`src/logic/cart_consts.svh`:
```
`ifndef CART_CONSTS_SVH
`define CART_CONSTS_SVH

// memory byte address width, covers PRG and CHR windows
`define CART_ADDR_BITS 23

// mapper select space
`define CART_MAP_CNT 32

// 16 KiB PRG bank
`define CART_PRG_BANK_BITS 14

// flops on the host request toggle
`define CART_SYNC_STAGES 2

`endif
```
`src/logic/cart_pkg.sv`:
```
`default_nettype none

`include "cart_consts.svh"

package cart_pkg;

    typedef logic [`CART_ADDR_BITS-1:0] mem_addr_t;  // byte address into the external memory

    typedef logic [$clog2(`CART_MAP_CNT)-1:0] map_sel_t;  // mapper slot

    // [4:0] chr_off, [5] vertical mirroring, [6] reserved
    typedef logic [6:0] map_args_t;

    typedef logic [7:0] byte_t;

    typedef logic [15:0] cpu_addr_t;

    typedef logic [13:0] ppu_addr_t;

endpackage

`default_nettype wire

```
`src/logic/cart_top.sv`:
```
`timescale 1ns/1ps
`default_nettype none

module cart_top (
    input  wire logic               m2,
    input  wire logic               async_reset,

    input  cart_pkg::cpu_addr_t     cpu_addr,
    input  cart_pkg::byte_t         cpu_data_in,
    input  wire logic               cpu_rw,
    output cart_pkg::byte_t         cpu_data_out,
    output logic                    cpu_oe,

    input  cart_pkg::ppu_addr_t     ppu_addr,
    input  cart_pkg::byte_t         ppu_data_in,
    input  wire logic               ppu_rd,
    input  wire logic               ppu_wr,
    output cart_pkg::byte_t         ppu_data_out,
    output logic                    ppu_oe,
    output logic                    ciram_a10,
    output logic                    ciram_ce,

    input  wire logic [23:0]        map_ctrl,
    input  wire logic               map_ctrl_req,
    output logic                    map_ctrl_ack,

    output cart_pkg::mem_addr_t     prg_mem_addr,
    output logic                    prg_mem_rd,
    input  cart_pkg::byte_t         prg_mem_rdata,

    output cart_pkg::mem_addr_t     chr_mem_addr,
    output logic                    chr_mem_rd,
    output logic                    chr_mem_we,
    output cart_pkg::byte_t         chr_mem_wdata,
    input  cart_pkg::byte_t         chr_mem_rdata
);

    map_mux i_map_mux (
        .m2            (m2),
        .async_reset   (async_reset),
        .cpu_addr      (cpu_addr),
        .cpu_data_in   (cpu_data_in),
        .cpu_rw        (cpu_rw),
        .cpu_data_out  (cpu_data_out),
        .cpu_oe        (cpu_oe),
        .ppu_addr      (ppu_addr),
        .ppu_data_in   (ppu_data_in),
        .ppu_rd        (ppu_rd),
        .ppu_wr        (ppu_wr),
        .ppu_data_out  (ppu_data_out),
        .ppu_oe        (ppu_oe),
        .ciram_a10     (ciram_a10),
        .ciram_ce      (ciram_ce),
        .map_ctrl      (map_ctrl),
        .map_ctrl_req  (map_ctrl_req),
        .map_ctrl_ack  (map_ctrl_ack),
        .prg_mem_addr  (prg_mem_addr),
        .prg_mem_rd    (prg_mem_rd),
        .prg_mem_rdata (prg_mem_rdata),
        .chr_mem_addr  (chr_mem_addr),
        .chr_mem_rd    (chr_mem_rd),
        .chr_mem_we    (chr_mem_we),
        .chr_mem_wdata (chr_mem_wdata),
        .chr_mem_rdata (chr_mem_rdata)
    );

endmodule

`default_nettype wire

```
`src/logic/map_mux.sv`:
```
`timescale 1ns/1ps
`default_nettype none

`include "cart_consts.svh"

module map_mux (
    input  wire logic               m2,
    input  wire logic               async_reset,

    input  cart_pkg::cpu_addr_t     cpu_addr,
    input  cart_pkg::byte_t         cpu_data_in,
    input  wire logic               cpu_rw,
    output cart_pkg::byte_t         cpu_data_out,
    output logic                    cpu_oe,

    input  cart_pkg::ppu_addr_t     ppu_addr,
    input  cart_pkg::byte_t         ppu_data_in,
    input  wire logic               ppu_rd,
    input  wire logic               ppu_wr,
    output cart_pkg::byte_t         ppu_data_out,
    output logic                    ppu_oe,
    output logic                    ciram_a10,
    output logic                    ciram_ce,

    input  wire logic [23:0]        map_ctrl,
    input  wire logic               map_ctrl_req,
    output logic                    map_ctrl_ack,

    output cart_pkg::mem_addr_t     prg_mem_addr,
    output logic                    prg_mem_rd,
    input  cart_pkg::byte_t         prg_mem_rdata,

    output cart_pkg::mem_addr_t     chr_mem_addr,
    output logic                    chr_mem_rd,
    output logic                    chr_mem_we,
    output cart_pkg::byte_t         chr_mem_wdata,
    input  cart_pkg::byte_t         chr_mem_rdata
);

    localparam int USED_SLOTS = 3;  // boot menu, NROM, UxROM

    cart_pkg::map_sel_t select;
    cart_pkg::map_args_t args;
    logic [`CART_SYNC_STAGES-1:0] req_sync;
    logic req_new;
    logic [4:0] chr_off;

    logic [USED_SLOTS-1:0] slot_reset;

    cart_pkg::mem_addr_t bus_prg_addr [`CART_MAP_CNT];
    logic bus_prg_oe [`CART_MAP_CNT];
    cart_pkg::mem_addr_t bus_chr_addr [`CART_MAP_CNT];
    logic bus_chr_ce [`CART_MAP_CNT];
    logic bus_chr_oe [`CART_MAP_CNT];
    logic bus_chr_we [`CART_MAP_CNT];
    logic bus_ciram_a10 [`CART_MAP_CNT];
    logic bus_ciram_ce [`CART_MAP_CNT];

    assign chr_off = args[4:0];
    assign req_new = req_sync[`CART_SYNC_STAGES-1] != map_ctrl_ack;

    // host request arrives as a toggle and ack echoes it once synchronized
    always_ff @(posedge m2 or posedge async_reset) begin
        if (async_reset) begin
            req_sync <= '0;
            select <= '0;
            args <= '0;
            map_ctrl_ack <= 1'b0;
        end else begin
            req_sync <= {req_sync[`CART_SYNC_STAGES-2:0], map_ctrl_req};
            if (req_new) begin
                {args, select} <= map_ctrl[11:0];
                map_ctrl_ack <= req_sync[`CART_SYNC_STAGES-1];
            end
        end
    end

    for (genvar n = 0; n < USED_SLOTS; n++) begin : g_slot_reset
        assign slot_reset[n] = async_reset || (select != cart_pkg::map_sel_t'(n));
    end

    boot_menu i_boot_menu (
        .m2 (m2), .reset (slot_reset[0]), .args (args),
        .cpu_addr (cpu_addr), .cpu_data_in (cpu_data_in), .cpu_rw (cpu_rw),
        .ppu_addr (ppu_addr), .ppu_rd (ppu_rd), .ppu_wr (ppu_wr),
        .prg_addr (bus_prg_addr[0]), .prg_oe (bus_prg_oe[0]),
        .chr_addr (bus_chr_addr[0]), .chr_ce (bus_chr_ce[0]),
        .chr_oe (bus_chr_oe[0]), .chr_we (bus_chr_we[0]),
        .ciram_a10 (bus_ciram_a10[0]), .ciram_ce (bus_ciram_ce[0])
    );

    nrom_map i_nrom_map (
        .m2 (m2), .reset (slot_reset[1]), .args (args),
        .cpu_addr (cpu_addr), .cpu_data_in (cpu_data_in), .cpu_rw (cpu_rw),
        .ppu_addr (ppu_addr), .ppu_rd (ppu_rd), .ppu_wr (ppu_wr),
        .prg_addr (bus_prg_addr[1]), .prg_oe (bus_prg_oe[1]),
        .chr_addr (bus_chr_addr[1]), .chr_ce (bus_chr_ce[1]),
        .chr_oe (bus_chr_oe[1]), .chr_we (bus_chr_we[1]),
        .ciram_a10 (bus_ciram_a10[1]), .ciram_ce (bus_ciram_ce[1])
    );

    uxrom_map i_uxrom_map (
        .m2 (m2), .reset (slot_reset[2]), .args (args),
        .cpu_addr (cpu_addr), .cpu_data_in (cpu_data_in), .cpu_rw (cpu_rw),
        .ppu_addr (ppu_addr), .ppu_rd (ppu_rd), .ppu_wr (ppu_wr),
        .prg_addr (bus_prg_addr[2]), .prg_oe (bus_prg_oe[2]),
        .chr_addr (bus_chr_addr[2]), .chr_ce (bus_chr_ce[2]),
        .chr_oe (bus_chr_oe[2]), .chr_we (bus_chr_we[2]),
        .ciram_a10 (bus_ciram_a10[2]), .ciram_ce (bus_ciram_ce[2])
    );

    // empty slots stay silent
    for (genvar n = USED_SLOTS; n < `CART_MAP_CNT; n++) begin : g_empty
        assign bus_prg_addr[n] = '0;
        assign bus_prg_oe[n] = 1'b0;
        assign bus_chr_addr[n] = '0;
        assign bus_chr_ce[n] = 1'b0;
        assign bus_chr_oe[n] = 1'b0;
        assign bus_chr_we[n] = 1'b0;
        assign bus_ciram_a10[n] = 1'b0;
        assign bus_ciram_ce[n] = 1'b0;
    end

    assign ciram_a10 = bus_ciram_a10[select];
    assign ciram_ce = bus_ciram_ce[select];

    prg_port i_prg_port (
        .m2        (m2),
        .async_reset (async_reset),
        .oe        (bus_prg_oe[select]),
        .addr      (bus_prg_addr[select]),
        .chr_off   (chr_off),
        .mem_rdata (prg_mem_rdata),
        .mem_addr  (prg_mem_addr),
        .mem_rd    (prg_mem_rd),
        .data_out  (cpu_data_out),
        .data_oe   (cpu_oe)
    );

    chr_port i_chr_port (
        .m2        (m2),
        .async_reset (async_reset),
        .ce        (bus_chr_ce[select]),
        .oe        (bus_chr_oe[select]),
        .we        (bus_chr_we[select]),
        .addr      (bus_chr_addr[select]),
        .chr_off   (chr_off),
        .data_in   (ppu_data_in),
        .mem_rdata (chr_mem_rdata),
        .mem_addr  (chr_mem_addr),
        .mem_rd    (chr_mem_rd),
        .mem_we    (chr_mem_we),
        .mem_wdata (chr_mem_wdata),
        .data_out  (ppu_data_out),
        .data_oe   (ppu_oe)
    );

    // synchronized req is the pin value from SYNC_STAGES edges before the load
    a_ack_on_req: assert property (@(posedge m2) disable iff (async_reset)
        $changed(map_ctrl_ack) |->
            $past(map_ctrl_req, `CART_SYNC_STAGES + 1) != $past(map_ctrl_ack));

    // host keeps req equal to ack while idle so nothing may move then
    a_select_idle: assert property (@(posedge m2) disable iff (async_reset)
        (map_ctrl_req == map_ctrl_ack) |=> $stable(select));

endmodule

`default_nettype wire

```
`src/logic/chr_port.sv`:
```
`timescale 1ns/1ps
`default_nettype none

module chr_port (
    input  wire logic               m2,
    input  wire logic               async_reset,
    input  wire logic               ce,
    input  wire logic               oe,
    input  wire logic               we,
    input  cart_pkg::mem_addr_t     addr,
    input  wire logic [4:0]         chr_off,
    input  cart_pkg::byte_t         data_in,
    input  cart_pkg::byte_t         mem_rdata,
    output cart_pkg::mem_addr_t     mem_addr,
    output logic                    mem_rd,
    output logic                    mem_we,
    output cart_pkg::byte_t         mem_wdata,
    output cart_pkg::byte_t         data_out,
    output logic                    data_oe
);

    logic rd_cycle;

    assign rd_cycle = ce && oe;

    // CHR window starts at 2^chr_off, right above PRG
    assign mem_addr = addr | (cart_pkg::mem_addr_t'(1) << chr_off);
    assign mem_rd = rd_cycle;
    assign mem_we = ce && we;  // written at the edge closing this cycle
    assign mem_wdata = data_in;

    always_ff @(posedge m2 or posedge async_reset) begin
        if (async_reset) begin
            data_oe <= 1'b0;
        end else begin
            data_oe <= rd_cycle;
        end
    end

    always_ff @(posedge m2) begin
        data_out <= mem_rdata;
    end

    // the PPU never strobes read and write in one cycle
    a_rd_wr_excl: assert property (@(posedge m2) disable iff (async_reset)
        !(we && oe));

endmodule

`default_nettype wire

```
`src/logic/prg_port.sv`:
```
`timescale 1ns/1ps
`default_nettype none

module prg_port (
    input  wire logic               m2,
    input  wire logic               async_reset,
    input  wire logic               oe,
    input  cart_pkg::mem_addr_t     addr,
    input  wire logic [4:0]         chr_off,
    input  cart_pkg::byte_t         mem_rdata,
    output cart_pkg::mem_addr_t     mem_addr,
    output logic                    mem_rd,
    output cart_pkg::byte_t         data_out,
    output logic                    data_oe
);

    cart_pkg::mem_addr_t win_mask;

    // PRG lives below the CHR window base
    assign win_mask = (cart_pkg::mem_addr_t'(1) << chr_off) - cart_pkg::mem_addr_t'(1);
    assign mem_addr = addr & win_mask;
    assign mem_rd = oe;

    always_ff @(posedge m2 or posedge async_reset) begin
        if (async_reset) begin
            data_oe <= 1'b0;
        end else begin
            data_oe <= oe;
        end
    end

    always_ff @(posedge m2) begin
        data_out <= mem_rdata;  // memory answers in the same cycle
    end

    a_oe_data: assert property (@(posedge m2) disable iff (async_reset)
        data_oe |-> !$isunknown(data_out));

endmodule

`default_nettype wire

```
`src/logic/uxrom_map.sv`:
```
`timescale 1ns/1ps
`default_nettype none

`include "cart_consts.svh"

module uxrom_map (
    input  wire logic               m2,
    input  wire logic               reset,
    input  cart_pkg::map_args_t     args,
    input  cart_pkg::cpu_addr_t     cpu_addr,
    input  cart_pkg::byte_t         cpu_data_in,
    input  wire logic               cpu_rw,
    input  cart_pkg::ppu_addr_t     ppu_addr,
    input  wire logic               ppu_rd,
    input  wire logic               ppu_wr,
    output cart_pkg::mem_addr_t     prg_addr,
    output logic                    prg_oe,
    output cart_pkg::mem_addr_t     chr_addr,
    output logic                    chr_ce,
    output logic                    chr_oe,
    output logic                    chr_we,
    output logic                    ciram_a10,
    output logic                    ciram_ce
);

    logic [4:0] bank;
    logic [4:0] bank_sel;

    // any write to $8000-$FFFF hits the bank latch
    always_ff @(posedge m2 or posedge reset) begin
        if (reset) begin
            bank <= '0;
        end else if (!cpu_rw && cpu_addr[15]) begin
            bank <= cpu_data_in[4:0];
        end
    end

    assign bank_sel = cpu_addr[14] ? 5'h1f : bank;  // $C000 up is fixed to the last bank

    assign prg_oe = cpu_rw && cpu_addr[15];
    assign prg_addr = cart_pkg::mem_addr_t'({bank_sel, cpu_addr[`CART_PRG_BANK_BITS-1:0]});

    // CHR RAM
    assign chr_ce = !ppu_addr[13];
    assign chr_oe = ppu_rd;
    assign chr_we = ppu_wr;
    assign chr_addr = cart_pkg::mem_addr_t'(ppu_addr[12:0]);

    assign ciram_ce = !ppu_addr[13];
    assign ciram_a10 = args[5] ? ppu_addr[10] : ppu_addr[11];

    a_bank_known: assert property (@(posedge m2) !reset |-> !$isunknown(bank));

endmodule

`default_nettype wire

```
`src/logic/nrom_map.sv`:
```
`timescale 1ns/1ps
`default_nettype none

module nrom_map (
    input  wire logic               m2,
    input  wire logic               reset,
    input  cart_pkg::map_args_t     args,
    input  cart_pkg::cpu_addr_t     cpu_addr,
    input  cart_pkg::byte_t         cpu_data_in,
    input  wire logic               cpu_rw,
    input  cart_pkg::ppu_addr_t     ppu_addr,
    input  wire logic               ppu_rd,
    input  wire logic               ppu_wr,
    output cart_pkg::mem_addr_t     prg_addr,
    output logic                    prg_oe,
    output cart_pkg::mem_addr_t     chr_addr,
    output logic                    chr_ce,
    output logic                    chr_oe,
    output logic                    chr_we,
    output logic                    ciram_a10,
    output logic                    ciram_ce
);

    assign prg_oe = cpu_rw && cpu_addr[15];
    assign prg_addr = cart_pkg::mem_addr_t'(cpu_addr[14:0]);  // 16K images wrap via chr_off

    // CHR ROM, a PPU write cycle leaves it deselected
    assign chr_ce = !ppu_addr[13] && !ppu_wr;
    assign chr_oe = ppu_rd;
    assign chr_we = 1'b0;
    assign chr_addr = cart_pkg::mem_addr_t'(ppu_addr[12:0]);

    assign ciram_ce = !ppu_addr[13];
    assign ciram_a10 = args[5] ? ppu_addr[10] : ppu_addr[11];

    a_wr_known: assert property (@(posedge m2) disable iff (reset)
        (!cpu_rw && cpu_addr[15]) |-> !$isunknown(cpu_data_in));

endmodule

`default_nettype wire

```
`src/logic/boot_menu.sv`:
```
`timescale 1ns/1ps
`default_nettype none

module boot_menu (
    input  wire logic               m2,
    input  wire logic               reset,
    input  cart_pkg::map_args_t     args,
    input  cart_pkg::cpu_addr_t     cpu_addr,
    input  cart_pkg::byte_t         cpu_data_in,
    input  wire logic               cpu_rw,
    input  cart_pkg::ppu_addr_t     ppu_addr,
    input  wire logic               ppu_rd,
    input  wire logic               ppu_wr,
    output cart_pkg::mem_addr_t     prg_addr,
    output logic                    prg_oe,
    output cart_pkg::mem_addr_t     chr_addr,
    output logic                    chr_ce,
    output logic                    chr_oe,
    output logic                    chr_we,
    output logic                    ciram_a10,
    output logic                    ciram_ce
);

    // 32 KiB menu image at $8000-$FFFF
    assign prg_oe = cpu_rw && cpu_addr[15];
    assign prg_addr = cart_pkg::mem_addr_t'(cpu_addr[14:0]);

    // 8 KiB CHR RAM, the menu draws its own tiles
    assign chr_ce = !ppu_addr[13];
    assign chr_oe = ppu_rd;
    assign chr_we = ppu_wr;
    assign chr_addr = cart_pkg::mem_addr_t'(ppu_addr[12:0]);

    assign ciram_ce = !ppu_addr[13];
    assign ciram_a10 = ppu_addr[11];  // horizontal only

    // writes to the menu window are dropped, but the bus must still be sane
    a_wr_known: assert property (@(posedge m2) disable iff (reset)
        (!cpu_rw && cpu_addr[15]) |-> !$isunknown({args, cpu_data_in}));

endmodule

`default_nettype wire

```
`config.mk`:
```
export PLATFORM = sky130hd
export DESIGN_NAME = cart_top
export DESIGN_NICKNAME = d
export VERILOG_FILES = /design/src/logic/cart_pkg.sv /design/src/logic/cart_top.sv /design/src/logic/map_mux.sv /design/src/logic/chr_port.sv /design/src/logic/prg_port.sv /design/src/logic/uxrom_map.sv /design/src/logic/nrom_map.sv /design/src/logic/boot_menu.sv
export VERILOG_INCLUDE_DIRS = /design/src /design/src/logic
export SDC_FILE = /design/constraint.sdc
export NUM_CORES = 1
export LEC_CHECK = 0
export BUFFER_PORTS_ARGS = -buffer_cell sky130_fd_sc_hd__buf_2
export CORE_MARGIN = 2
export CORE_UTILIZATION = 38
export DETAILED_ROUTE_END_ITERATION = 8
export GPL_ROUTABILITY_DRIVEN = 0
export PLACE_DENSITY = 0.8
export SYNTH_ARGS = -nofsm -noshare
export SYNTH_HDL_FRONTEND = slang
export SYNTH_SLANG_ARGS = --single-unit
```
`constraint.sdc`:
```
create_clock -name m2 -period 2.1 [get_ports m2]
set_input_delay 0.105 -clock m2 [delete_from_list [all_inputs] [get_ports m2]]
set_output_delay 0.105 -clock m2 [all_outputs]
set_load 0.1 [all_outputs]
```
==> Word-level counts from Yosys, hierarchy flattened <==
Cells that the tools add are included.
{ "totals": {"wordCells": 52, "output_inout_bits": 78, "register_bits": 37} }
{ "op_classes": {"n_reduce_logical": 9, "mux": 26, "shifts": 1, "magnitude_cmp": 1, "bitwise": 3, "n_eq_ne": 2, "add_sub_neg": 1} }
{ "ops": {"columns": ["cell", "count"], "rows": [
  ["23-bit binary-select mux with 5-bit select", 2],
  ["23-bit 2-to-1 mux", 4],
  ["1-bit binary-select mux with 5-bit select", 6],
  ["23-bit bitwise AND", 1],
  ["23-bit bitwise OR", 1],
  ["1-bit by 5-bit left shift with 23-bit output, first input constant", 1],
  ["23-bit by 1-bit subtractor with 23-bit output, second input constant", 1],
  ["1-bit 2-to-1 mux", 13],
  ["6-bit >= comparator, second input constant", 1],
  ["5-bit NOT with 6-bit output", 1],
  ["1-bit logical AND", 5],
  ["5-bit 2-to-1 mux", 1],
  ["5-bit by 2-bit != test with 1-bit output, second input constant", 1],
  ["1-bit zero test", 3],
  ["1-bit logical OR", 1],
  ["1-bit != test", 1]
]} }

==> Longest topological paths before layout <==
Gate-level depths: netlist (run 1).
{ "logic_depth": {"depth_word": 6, "depth_mapped": 10, "mapped_depth_nobuf": 8} }

==> By module <==
A second synthesis (run 1) with hierarchy kept.
{ "hier_totals": {"hier_cells": 612, "hier_area_um2": 4855.9} }
{ "modules_own_cells": {"columns": ["mod", "n_inst", "seq_area_each_um2", "area_per_inst_um2", "cells_each"], "rows": [
  ["map_mux", 1, 375.4, 2142.1, 280],
  ["prg_port", 1, 185.2, 767.0, 102],
  ["uxrom_map", 1, 125.1, 586.8, 65],
  ["chr_port", 1, 185.2, 578.1, 59],
  ["nrom_map", 1, 0.0, 392.9, 53],
  ["boot_menu", 1, 0.0, 389.1, 53]
]} }

==> Worst setup path after synthesis (run 1) <==
Ideal clock, no wire load.
{ "synth_timing": {"path_type": "register to output", "start": "register i_map_mux.select[3]", "end": "output port chr_mem_we", "t_required_ps": 1995, "stages_incl_launch_ff": 3, "n_path_buf": 0, "arrival_ps": 3919, "setup_slack_ps": -1924, "path_cell_list": "dfrtp_1 -> or3_4 -> nor4b_1"} }
{ "synth_via": {"elab_chain_len": 5} }
{ "synth_rtl": {"columns": ["item", "line_no", "rtl"], "rows": [
  ["start: declaration", "map_mux.sv:42", "cart_pkg::map_sel_t select;"],
  ["start signal: assignment", "map_mux.sv:72", "{args, select} <= map_ctrl[11:0];"],
  ["5-bit NOT with 6-bit output (implied by the code) *", "map_mux.sv:143, map_mux.sv:145", null],
  ["1-bit binary-select mux with 5-bit select (on tied branches)", "map_mux.sv:143, map_mux.sv:145", null],
  ["1-bit 2-to-1 mux (on tied branches) (2 in a row)", "map_mux.sv:143, map_mux.sv:145", null],
  ["1-bit logical AND *", "chr_port.sv:29", "assign mem_we = ce && we;"],
  ["end: declaration", "cart_top.sv:33", "output logic chr_mem_we,"]
]} }
Mark *: on every way between the ends. The rest lies on a longest branch, timed or not. The select of a mux whose other input is x is not followed.

==> Final worst setup path (run 1) <==
{ "layout_timing": {"start": "register i_map_mux.args[4]", "end": "output port prg_mem_addr[14]"} }
{ "layout_via": {"elab_chain_len": 3} }
{ "layout_rtl": {"columns": ["item", "line_no", "rtl"], "rows": [
  ["start: declaration", "map_mux.sv:43", "cart_pkg::map_args_t args;"],
  ["start signal: assignment", "map_mux.sv:72", null],
  ["1-bit by 5-bit left shift with 23-bit output", "prg_port.sv:20", "assign win_mask = (cart_pkg::mem_addr_t'(1) << chr_off) - cart_pkg::mem_addr_t'(1);"],
  ["23-bit by 1-bit subtractor with 23-bit output", "prg_port.sv:20", null],
  ["23-bit bitwise AND", "prg_port.sv:21", "assign mem_addr = addr & win_mask;"],
  ["end: declaration", "cart_top.sv:27", "output cart_pkg::mem_addr_t prg_mem_addr,"]
]} }
No other way between the ends.

==> impl_results.md, run 1 <==
* Status: finished, violations left
* Failing checks: setup timing
* Reg2reg end: i_map_mux.i_chr_port.data_oe
* Final setup fails at 10
* Clock-pin slew on the worst setup and hold paths at 0.07 ns
* Post-synth EDFFs at 0
* Fraction of layout cells with a size suffix above 1 at 0.628
* Mux share of post-synthesis cell area at 0.0837
* Reg2Reg Depth at 5
* Met2 WL post-DR at 3.94 mm
* Via density at 5.06
* Post-Synth Adder-Cell Area at 0.00625
* Worst hold path class: in2reg
* Mapped Cells at 218
* Maximum vdd drop at 0.677 mV
* Antenna Cells at 0
* Top FF cell, synth: dfrtp_1
* Die width at 76.6 µm
* Reg-to-Reg Start: i_map_mux.select[2]
* GR Overflow Total at 0
* Avg Inst Size Synth at 9.19 µm²
* Critical Path AT at 2.11 ns
* Seq cells post-synth at 37
* Max-slew violations at 0
* P&R area growth vs syn at 108%
* DRC at 0
* Post-Synth Simple-Gate Area at 0.216
* Largest net degree at the start of global routing at 26
* CP Capture Type: primary output
* Vias in the first global route at 2448
* Starting density of the core at 0.392
* Core area at 5110 µm²
* Final period util at 1.05
* DR WL met3 at 683 µm
* Hold path start: map_ctrl[5]
* Worst path required time at 2.00 ns
* WL/cell at 16.6 µm
* CTS tree: done
* H-tree Lvls at 2
* DR vias at 2273
* Final HPWL DP at 5.28 mm
* Highest routing layer actually used: met4
* RSZ-0062 raised after global routing: true
* Ys Warns at 0
* Leakage at 1.81 nW
* Clk_lat worst skew at 0.29 ns
* Largest family of logic cells by synthesized area: simple AND/OR/NAND/NOR gates
* Final ANT Viol Nets at 0
* Die Height at 76.6 µm
* Max Cap Viol at 0
* Crit-path max FO at 5
* Compound-Gate Fraction of Synth Area at 0.162
* Internal reg-to-reg setup slack at 0.54 ns
* Global-route wire length before repair at 12.2 mm
* Detailed router's first-iteration violation count at 89
* # port buffers at 133
* Post-synthesis xor/xnor area fraction at 0.00874
* Buffer depth of the longest clock path at 2
* Die area at 5870 µm²
* Final min period at 2.21 ns
* Final WL at 7.47 mm
* Worst setup SP type: register
* Ys async rst share at 0.568
* Number of buffers created by CTS at 5
* Initial antenna violation count at 0
* Skew final at 0.00990 ns
* Synth cell types at 44
* Endpoints failing hold at 0
* Hold WS at 0.0402 ns
* Num rows at 26
* Final setup TNS at -0.641 ns
* Mapped Area at 2000 µm²
* Setup slack after layout at -0.112 ns
* CTS Root Cell: clkbuf_8
* Sequential-to-total area share from yosys stat at 0.422
* Max Freq at 452 MHz
* Worst hold stages at 3
* Nets at 471
* Hold EP: i_map_mux.args[0]
* Setup Crit Path Kind: reg2out
* Wl on met1 at 2.69 mm
* # IOs at 170
* Pre-antenna DRT Iters at 4
* Total track usage at 0.258
* P per Cell Area at 729 nW/µm²
* # clock sinks at 37
## critical path, cell delays in order, from the launching register on
cell	delay [ns]
dfrtp_1	0.41
nor3_4	0.26
nand2_2	0.12
ha_4	0.20
nor3_4	0.17
o2111ai_2	0.16
a211oi_4	0.28
buf_12	0.21
## flip-flops by register name (all words and copies together), names as in the netlist
register	count
i_map_mux.i_chr_port.data_oe	1
i_map_mux.i_chr_port.data_out	8
i_map_mux.i_uxrom_map.bank	5
i_map_mux.map_ctrl_ack	1
i_map_mux.select	5
i_map_mux.args	6
i_map_mux.i_prg_port.data_out	8
i_map_mux.i_prg_port.data_oe	1
i_map_mux.req_sync	2
## layer usage
layer	GRT usage	vias to the layer above
met3	0.0640	21
li1	-	1068
met5	0	-
met2	0.486	120
met1	0.285	1064
met4	0.0745	0
## synth_stat cells (4+ instances only)
master     n  share of area
buf_4     14          0.052
a31oi_1    5          0.016
o21ai_0    9          0.022
nor3_1     8          0.020
nand2_1   25          0.047
a22o_1    11          0.048
inv_1      5         0.0094
dfxtp_1   16           0.16
nor3b_1    7          0.026
a21oi_1    8          0.020
nor2_1    18          0.034
dfrtp_1   21           0.26
buf_2      8          0.020
nand3_1    4          0.010
clkbuf_1   6          0.011
and3_1     5          0.016
mux2_2    14          0.079
o211ai_1   5          0.019
## layout make-up
type                    count  area [µm²]
fillers                   275         931
clock inverters             2        13.8
clock buffers               6        93.8
inverters                   5        18.8
flip-flops and latches     37         846
well taps                  70        87.6
repair buffers            179        1790
multi-input cells         150        1330
## logic make-up after synthesis
| family | after synthesis |
|---|---|
| and+or+nand+nor | 82 |
| AOI/OAI and AO/OA | 46 |
| DFF | 37 |
| buffers and inverters | 34 |
| muxes | 15 |
| xor gates and xnor gates | 2 |
| adders and majority gates | 1 |
| other | 1 |
## placed cells by master (no fill, tap or decap), drive strengths merged, types with 2 or more instances in the layout
cell | Yosys | layout
a21oi | 9 | 9
a22o | 11 | 11
a31oi | 5 | 5
and2 | 2 | 2
and3 | 5 | 5
buf | 23 | 161
clkbuf | 6 | 6
conb | 1 | 4
dfrtp | 21 | 21
dfxtp | 16 | 16
dlygate4sd3 | 0 | 18
inv | 5 | 6
mux2 | 14 | 14
nand2 | 25 | 25
nand3 | 4 | 4
nand3b | 2 | 2
nor2 | 19 | 19
nor2b | 2 | 2
nor3 | 9 | 9
nor3b | 8 | 8
o211ai | 5 | 5
o21ai | 10 | 10
or2 | 2 | 2
## what timing repair did
item                       4_1_cts  5_1_grt
setup endpoints to repair       23       20
hold buffers                    18        0
gates resized for setup          9       11
pin swaps                       14       10
setup buffers                    9        4
hold endpoints to repair        33        0
## per-stage QoR
step / area, µm² / cells / power (mW) / worst slack, ns / util
global route: 4180 / 449 / 3.16 / -0.238 / 0.818
finish: 4180 / 449 / 3.04 / -0.112 / 0.818
CTS: 4090 / 445 / 3.00 / -0.155 / 0.802
floorplan: 2320 / 221 / 1.98 / -0.835 / -
detailed placement: 3690 / 411 / 2.37 / 0.0528 / 0.723
global placement: 3690 / 411 / 2.34 / 0.122 / 0.723
## how the worst max path moves through the flow
stage,startpoint,end,slack (ns),depth (start not counted)
2_1_floorplan,i_map_mux.args[3],chr_mem_addr[13],-0.83,3
3_3_place_gp,i_map_mux.args[4],prg_mem_addr[14],0.12,7
3_5_place_dp,i_map_mux.args[4],prg_mem_addr[14],0.05,7
4_1_cts,i_map_mux.args[2],prg_mem_addr[14],-0.16,7
5_1_grt,i_map_mux.args[4],prg_mem_addr[18],-0.24,8
6_report,i_map_mux.args[4],prg_mem_addr[14],-0.11,7
## report_power, final
part / switching (mW) / internal [mW] / total (mW)
registers: 0.0557 / 0.774 / 0.830
clock network: 0.252 / 0.308 / 0.560
logic: 1.08 / 0.570 / 1.65
(Power assumes the default switching activity.)
==> run 2: changes to the inputs <==
- CELL_PAD_IN_SITES_DETAIL_PLACEMENT: default -> 1
- CELL_PAD_IN_SITES_GLOBAL_PLACEMENT: default -> 1
- CORE_UTILIZATION: 38 -> 26
- PLACE_DENSITY: 0.8 -> default
- PLACE_DENSITY_LB_ADDON: default -> 0.1
- REMOVE_ABC_BUFFERS: default -> 1
- SETUP_SLACK_MARGIN: default -> 0.5
==> run 2 against run 1 <==
Effect of this change:
- global-route usage decreased by 5.5 points
- critical path depth rose by 2
- largest power group unchanged
- the run still ends with setup timing left
- sequential power rose by 0.7%
- critical path type unchanged
- maximum frequency down 3.3%
- worst hold slack worse by 0.0076 ns
- clock-buffer cell count is 1 higher
- total power increased by 6.9%
- worst setup slack got worse by 0.076 ns
- die area grew 44%
- design area up 9.3%
- cell count rose by 12%
- combinational power increased by 11%
==> impl_results.md, run 2 (synthesis gave the netlist of run 1 again) <==
* Final Power at 3.25 mW (+6.9%)
* Final period util at 1.09 (+0.0360)
* Die area at 8420 µm² (+44%)
* Final min period at 2.29 ns (+0.0756 ns)
* Crit path max-delay family: simple AND/OR/NAND/NOR gates
* CTS tree: done
* Area after DPL at 3450 µm² (-6.4%)
* Worst hold path class: in2reg
* Failing checks: setup timing
* Fraction of layout cells with a size suffix above 1 at 0.663 (+0.0354)
* # clock sinks at 37 (unchanged)
* Nets at 493 (+4.7%)
* Via density at 4.79 (-5.3%)
* Core area at 7610 µm² (+49%)
* Cells along the critical path: nor3_4 > nand2_2 > ha_4 > buf_8 > nor3_2 > a22o_1 > nand2_2 > a21oi_4 > buf_12
* DRC at 0 (unchanged)
* H-tree Lvls at 2 (unchanged)
* Final ANT Viol Nets at 0 (unchanged)
* Filler Cell Count at 801 (+190%)
* Number of buffers created by CTS at 5 (unchanged)
* Buffer depth of the longest clock path at 2 (unchanged)
* Max-slew violations at 0 (unchanged)
* CP Capture Type: primary output
* Die width at 91.8 µm (+20%)
* Worst setup SP type: register
* Die Height at 91.8 µm (+20%)
* CTS Root Cell: clkbuf_8
* Global-route wire length before repair at 13.3 mm (+8.9%)
* Leakage at 2.01 nW (+11%)
* Setup Crit Path Kind: reg2out
* CP most frequent cell: nand2_2
* WL/cell at 18.3 µm (+9.9%)
* Max Freq at 437 MHz (-3.3%)
* Clock-pin slew on the worst setup and hold paths at 0.07 ns (about the same)
* WP buf/inv at 2 (+1)
* P per Cell Area at 713 nW/µm² (-2.2%)
* Max Cap Viol at 0 (unchanged)
* Detailed router's first-iteration violation count at 38 (-57%)
* Starting density of the core at 0.263 (-0.129)
* Regs by FF count: i_map_mux.i_chr_port.data_out: 8 flops, i_map_mux.i_prg_port.data_out: 8 flops, i_map_mux.args: 6 flops
* Clk_lat worst skew at 0.28 ns (about the same)
* Critical Path AT at 2.18 ns (+0.07 ns)
* Crit-path max FO at 5 (unchanged)
* Endpoints failing hold at 0 (unchanged)
* Num rows at 32 (+23%)
* Pre-antenna DRT Iters at 4 (unchanged)
* Final WL at 9.21 mm (+23%)
* Initial antenna violation count at 1 (+1)
* # IOs at 170 (unchanged)
* Commonest non-fill, non-tap cells in the layout: buf_2 (86), buf_12 (51), buf_4 (25)
* GR Overflow Total at 0 (unchanged)
* Worst path required time at 2.00 ns (about the same)
* Vias in the first global route at 2521 (+3.0%)
* CP max-delay cell: dfrtp_1
* Rel. slew slack at 0.592
* Least-Margin Pin Slew at 0.611 ns
* RSZ-0062 raised after global routing: true
* Maximum vdd drop at 0.560 mV (-17%)
* Most common cell after layout, fill and taps aside: buf_2
* DR vias at 2416 (+6.3%)
* Skew final at 0.00661 ns (-0.00329 ns)
* Crit path largest cell delay at 0.43 ns (+0.02 ns)
* Core Util, Final at 0.600 (-0.218)
* Fin area at 4570 µm² (+9.3%)
* Final setup fails at 15 (+5)
* P&R area growth vs syn at 128%
* # port buffers at 133 (unchanged)
* Total track usage at 0.203 (-0.0553)
* Largest net degree at the start of global routing at 26 (unchanged)
* Setup slack after layout at -0.187 ns (-0.0756 ns)
* Final setup TNS at -1.24 ns (-0.597 ns)
* Final HPWL DP at 5.60 mm (+6.0%)
* Status: finished, violations left
==> run 2: cell types whose count changed in the layout (fill, tap and decap cells not counted), moves of 4 or more <==
cell,before,now
nand2_1,21,15
a31oi_4,4,0
a31oi_2,0,4
nor2_2,12,8
nand2_4,0,4
buf_6,4,13
==> run 2: repair_timing <==
| action | 4_1_cts | 5_1_grt |
|---|---|---|
| setup buffers | 11 | 11 |
| hold endpoints to repair | 33 | 0 |
| hold buffers | 18 | 0 |
| pin swaps | 33 | 16 |
| cloned | 3 | 1 |
| resized for setup | 83 | 31 |
| setup endpoints to repair | 48 | 49 |
==> run 2: layout make-up <==
class | instances | area, µm² | share of cell area
multi-input combinational | 151 | 1340 | 0.294
timing repair buffer | 200 | 2110 | 0.462
sequential | 37 | 846 | 0.185
clock inverter | 1 | 7.51 | 0.00164
clock buffer | 7 | 108 | 0.0236
inverter | 5 | 22.5 | 0.00493
antenna | 1 | 2.50 | 0.000548
tap | 102 | 128 | 0.0280
==> run 2: stage by stage <==
step	hold slack (ns)	setup slack (ns)	instances
after floorplan	0.0238	-2.14	192
after global placement	0.127	0.0767	451
after detailed placement	0.127	0.0370	451
after CTS	0.0228	-0.101	491
after global routing	0.0375	-0.317	504
final	0.0326	-0.187	504
==> run 2: worst paths after layout <==
check                           cells past startpoint             startpoint                       endpoint  slack, ns
worst max-delay path                                9      i_map_mux.args[3]                prg_mem_addr[4]      -0.19
max in group asynchronous                           3    i_map_mux.select[2]  i_map_mux.i_uxrom_map.bank[1]       0.91
worst max register to register                      6    i_map_mux.select[2]   i_map_mux.i_prg_port.data_oe       0.48
worst min register to register                      0  i_map_mux.req_sync[0]          i_map_mux.req_sync[1]       0.36
worst min-delay path                                3            map_ctrl[5]              i_map_mux.args[0]       0.03
min in group asynchronous                           4            async_reset          i_map_mux.req_sync[0]       0.37
==> run 2: worst reg2reg max path: cells and delay by family, from the launching register on <==
kind | cells | cell delay (ns)
simple gates | 2 | 0.64
buf+inv | 3 | 0.32
compound gates | 1 | 0.22
flops | 1 | 0.38
==> run 2: per-layer routing <==
metal	vias up	part of all wire	routed length [µm]	GRT usage
met3	8	0.078	723	0.0723
met2	113	0.56	5150	0.381
met1	1178	0.35	3270	0.214
met5	-	0	0	0.0256
met4	0	0.0076	70	0.0448
li1	1117	-	-	-
==> run 2: report_power, final <==
| part | internal, mW | switching [mW] |
|---|---|---|
| clock | 0.338 | 0.250 |
| combinational | 0.710 | 1.12 |
| sequential | 0.774 | 0.0624 |
==> run 3: changes to the inputs <==
--- a/config.mk
+++ b/config.mk
@@ -12,4 +12,5 @@
 export CORE_MARGIN = 2
 export CORE_UTILIZATION = 26
+export CTS_CLUSTER_SIZE = 12
 export DETAILED_ROUTE_END_ITERATION = 8
 export GPL_ROUTABILITY_DRIVEN = 0
==> constraint.sdc (replaced) <==
create_clock -name m2 -period 2.1 [get_ports m2]
set_input_delay 0.315 -clock m2 [delete_from_list [all_inputs] [get_ports m2]]
set_output_delay 0.315 -clock m2 [all_outputs]
set_load 0.1 [all_outputs]
==> run 3 against run 2 <==
Effect of this change:
- the run still ends with setup timing left
- register-to-register slack better by 0.12 ns
- wire length is 9.8% lower
- core utilization is 1.8 points lower
- largest power group unchanged
==> impl_results.md, run 3 (synthesis gave the netlist of run 1 again) <==
* Cells along the critical path: nor3_4 > nand2_2 > ha_4 > buf_4 > and2_4 > o2111ai_2 > a211oi_2 > buf_4 > buf_12
* Most common cell after layout, fill and taps aside: buf_2
* Pre-antenna DRT Iters at 4 (unchanged)
* Regs by FF count: i_map_mux.i_chr_port.data_out: 8 flops, i_map_mux.i_prg_port.data_out: 8 flops, i_map_mux.args: 6 flops
* Max-slew violations at 0 (unchanged)
* Detailed router's first-iteration violation count at 37 (-2.6%)
* Cts hold-fix bufs at 0 (-18)
* # clock sinks at 37 (unchanged)
* CP max-delay cell: dfrtp_1
* Final HPWL DP at 5.81 mm (+3.9%)
* Core area at 7610 µm² (unchanged)
* Crit path from: i_map_mux.args[3]
* Final min period at 2.51 ns (+0.225 ns)
* Global-route wire length before repair at 12.8 mm (-4.0%)
* H-tree Lvls at 2 (unchanged)
* Commonest non-fill, non-tap cells in the layout: buf_2 (86), buf_12 (52), buf_4 (29)
* CP Capture Type: primary output
* Crit path max-delay family: simple AND/OR/NAND/NOR gates
* Skew final at 0.00574 ns (-0.000867 ns)
* Starting density of the core at 0.263 (unchanged)
* Final setup TNS at -7.03 ns (-5.80 ns)
* Largest net degree at the start of global routing at 26 (unchanged)
* Failing checks: setup timing
* Buffer depth of the longest clock path at 2 (unchanged)
* DR vias at 2353 (-2.6%)
* DRC at 0 (unchanged)
* Filler Cell Count at 832 (+3.9%)
* Reg2Reg Depth at 5 (-1)
* Max Cap Viol at 0 (unchanged)
* P per Cell Area at 698 nW/µm² (-2.1%)
* Critical Path AT at 2.20 ns (+0.02 ns)
* GR Overflow Total at 0 (unchanged)
* Reg-to-Reg Start: i_map_mux.select[3]
* Via density at 4.78 (-0.23%)
* Final ANT Viol Nets at 0 (unchanged)
* Fin area at 4430 µm² (-3.0%)
* CTS Root Cell: clkbuf_8
* RSZ-0062 raised after global routing: true
* Vias in the first global route at 2512 (-0.36%)
* Internal reg-to-reg setup slack at 0.60 ns (+0.12 ns)
* # IOs at 170 (unchanged)
* Reg2reg end: i_map_mux.i_prg_port.data_oe
* Die width at 91.8 µm (unchanged)
* Dpl cells at 456 (+1.1%)
* Final WL at 8.31 mm (-9.8%)
* Core Util, Final at 0.582 (-0.0181)
* Fraction of layout cells with a size suffix above 1 at 0.718 (+0.0546)
* CP most frequent cell: buf_4
* Worst path required time at 1.78 ns (-0.22 ns)
* Setup Crit Path Kind: reg2out
* Num rows at 32 (unchanged)
* Number of buffers created by CTS at 5 (unchanged)
* Nets at 482 (-2.2%)
* Final period util at 1.20 (+0.107)
* Fin cells at 492 (-2.4%)
* Setup slack after layout at -0.413 ns (-0.225 ns)
* Worst hold path class: in2async
* Clock-pin slew on the worst setup and hold paths at 0.07 ns (about the same)
* Endpoints failing hold at 0 (unchanged)
* CTS tree: done
* Area after DPL at 3560 µm² (+3.2%)
* # port buffers at 133 (unchanged)
* Status: finished, violations left
* Crit path largest cell delay at 0.42 ns (about the same)
* Total track usage at 0.189 (-0.0137)
* Antenna Cells at 0 (-1)
* P&R area growth vs syn at 121%
* Clk_lat worst skew at 0.28 ns (about the same)
* Leakage at 1.97 nW (-2.1%)
* WL/cell at 16.9 µm (-7.6%)
* Die Height at 91.8 µm (unchanged)
* Initial antenna violation count at 0 (-1)
* Hold WS at 0.0285 ns (-0.00409 ns)
* Die area at 8420 µm² (unchanged)
* WP buf/inv at 3 (+1)
* Maximum vdd drop at 0.547 mV (-2.3%)
* Worst setup SP type: register
* Max Freq at 398 MHz (-9.0%)
* Crit-path max FO at 3 (-2)
* Final setup fails at 36 (+21)
run 3: cell count changes in the layout (fill, tap and decap cells not counted), moves of 2 or more:
| cell | change |
|---|---|
| dlygate4sd3_1 | -18 |
| buf_6 | +9 |
| buf_4 | +4 |
| buf_8 | -3 |
| nor3_1 | -3 |
| a22o_1 | -2 |
| a22o_4 | +2 |
| clkbuf_1 | +2 |
| clkbuf_16 | -2 |
| clkbuf_8 | -2 |
| nand2_1 | -2 |
| nand2_4 | +2 |
| nor3_4 | +2 |
run 3: how the worst max path moves through the flow:
| stage | endpoint | cells past startpoint | slack (ns) |
|---|---|---|---|
| after floorplan | prg_mem_addr[14] | 6 | -2.35 |
| after global placement | prg_mem_addr[18] | 8 | -0.12 |
| after detailed placement | prg_mem_addr[18] | 9 | -0.23 |
| after CTS | prg_mem_addr[18] | 8 | -0.37 |
| after global routing | prg_mem_addr[6] | 8 | -0.50 |
| final | prg_mem_addr[14] | 9 | -0.41 |
run 3: area by class of cell:
type                            instances  area, µm²  share of cell area
Timing Repair Buffer                  190       1960               0.444
Multi-Input combinational cell        150       1390               0.313
Inverter                                5       22.5             0.00509
Sequential cell                        37        846               0.191
Clock inverter                          1       6.26             0.00141
Tap cell                              102        128              0.0288
Clock buffer                            7       76.3              0.0172
run 3: layer usage:
| metal | track usage | part of all wire | up-vias |
|---|---|---|---|
| met1 | 0.222 | 0.38 | 1122 |
| met4 | 0.0560 | 0.023 | 0 |
| met3 | 0.0616 | 0.090 | 20 |
| met5 | 0.0256 | 0 | - |
| met2 | 0.327 | 0.51 | 118 |
| li1 | - | - | 1093 |
run 3: power by group:
| group | leakage, nW | switching [mW] | total [mW] | internal [mW] |
|---|---|---|---|---|
| sequential | 0.391 | 0.0529 | 0.827 | 0.774 |
| combinational | 1.53 | 1.12 | 1.79 | 0.669 |
| clock | 0.0428 | 0.236 | 0.472 | 0.235 |
run 3: timing repair:
item | 4_1_cts | 5_1_grt
buffers inserted | 20 | 7
pin swaps | 29 | 21
gates resized for setup | 78 | 31
cloned | 1 | 0
setup endpoints to repair | 48 | 47
run 3: stage by stage:
step,worst slack (ns),power (mW)
2_1_floorplan,-2.35,1.74
3_3_place_gp,-0.121,2.29
3_5_place_dp,-0.234,2.31
4_1_cts,-0.365,3.02
5_1_grt,-0.500,3.23
6_report,-0.413,3.09
run 3: tightest hold or removal path: cells and delay by family:
| kind | cells | cell delay, ns |
|---|---|---|
| buf+inv | 3 | 0.37 |
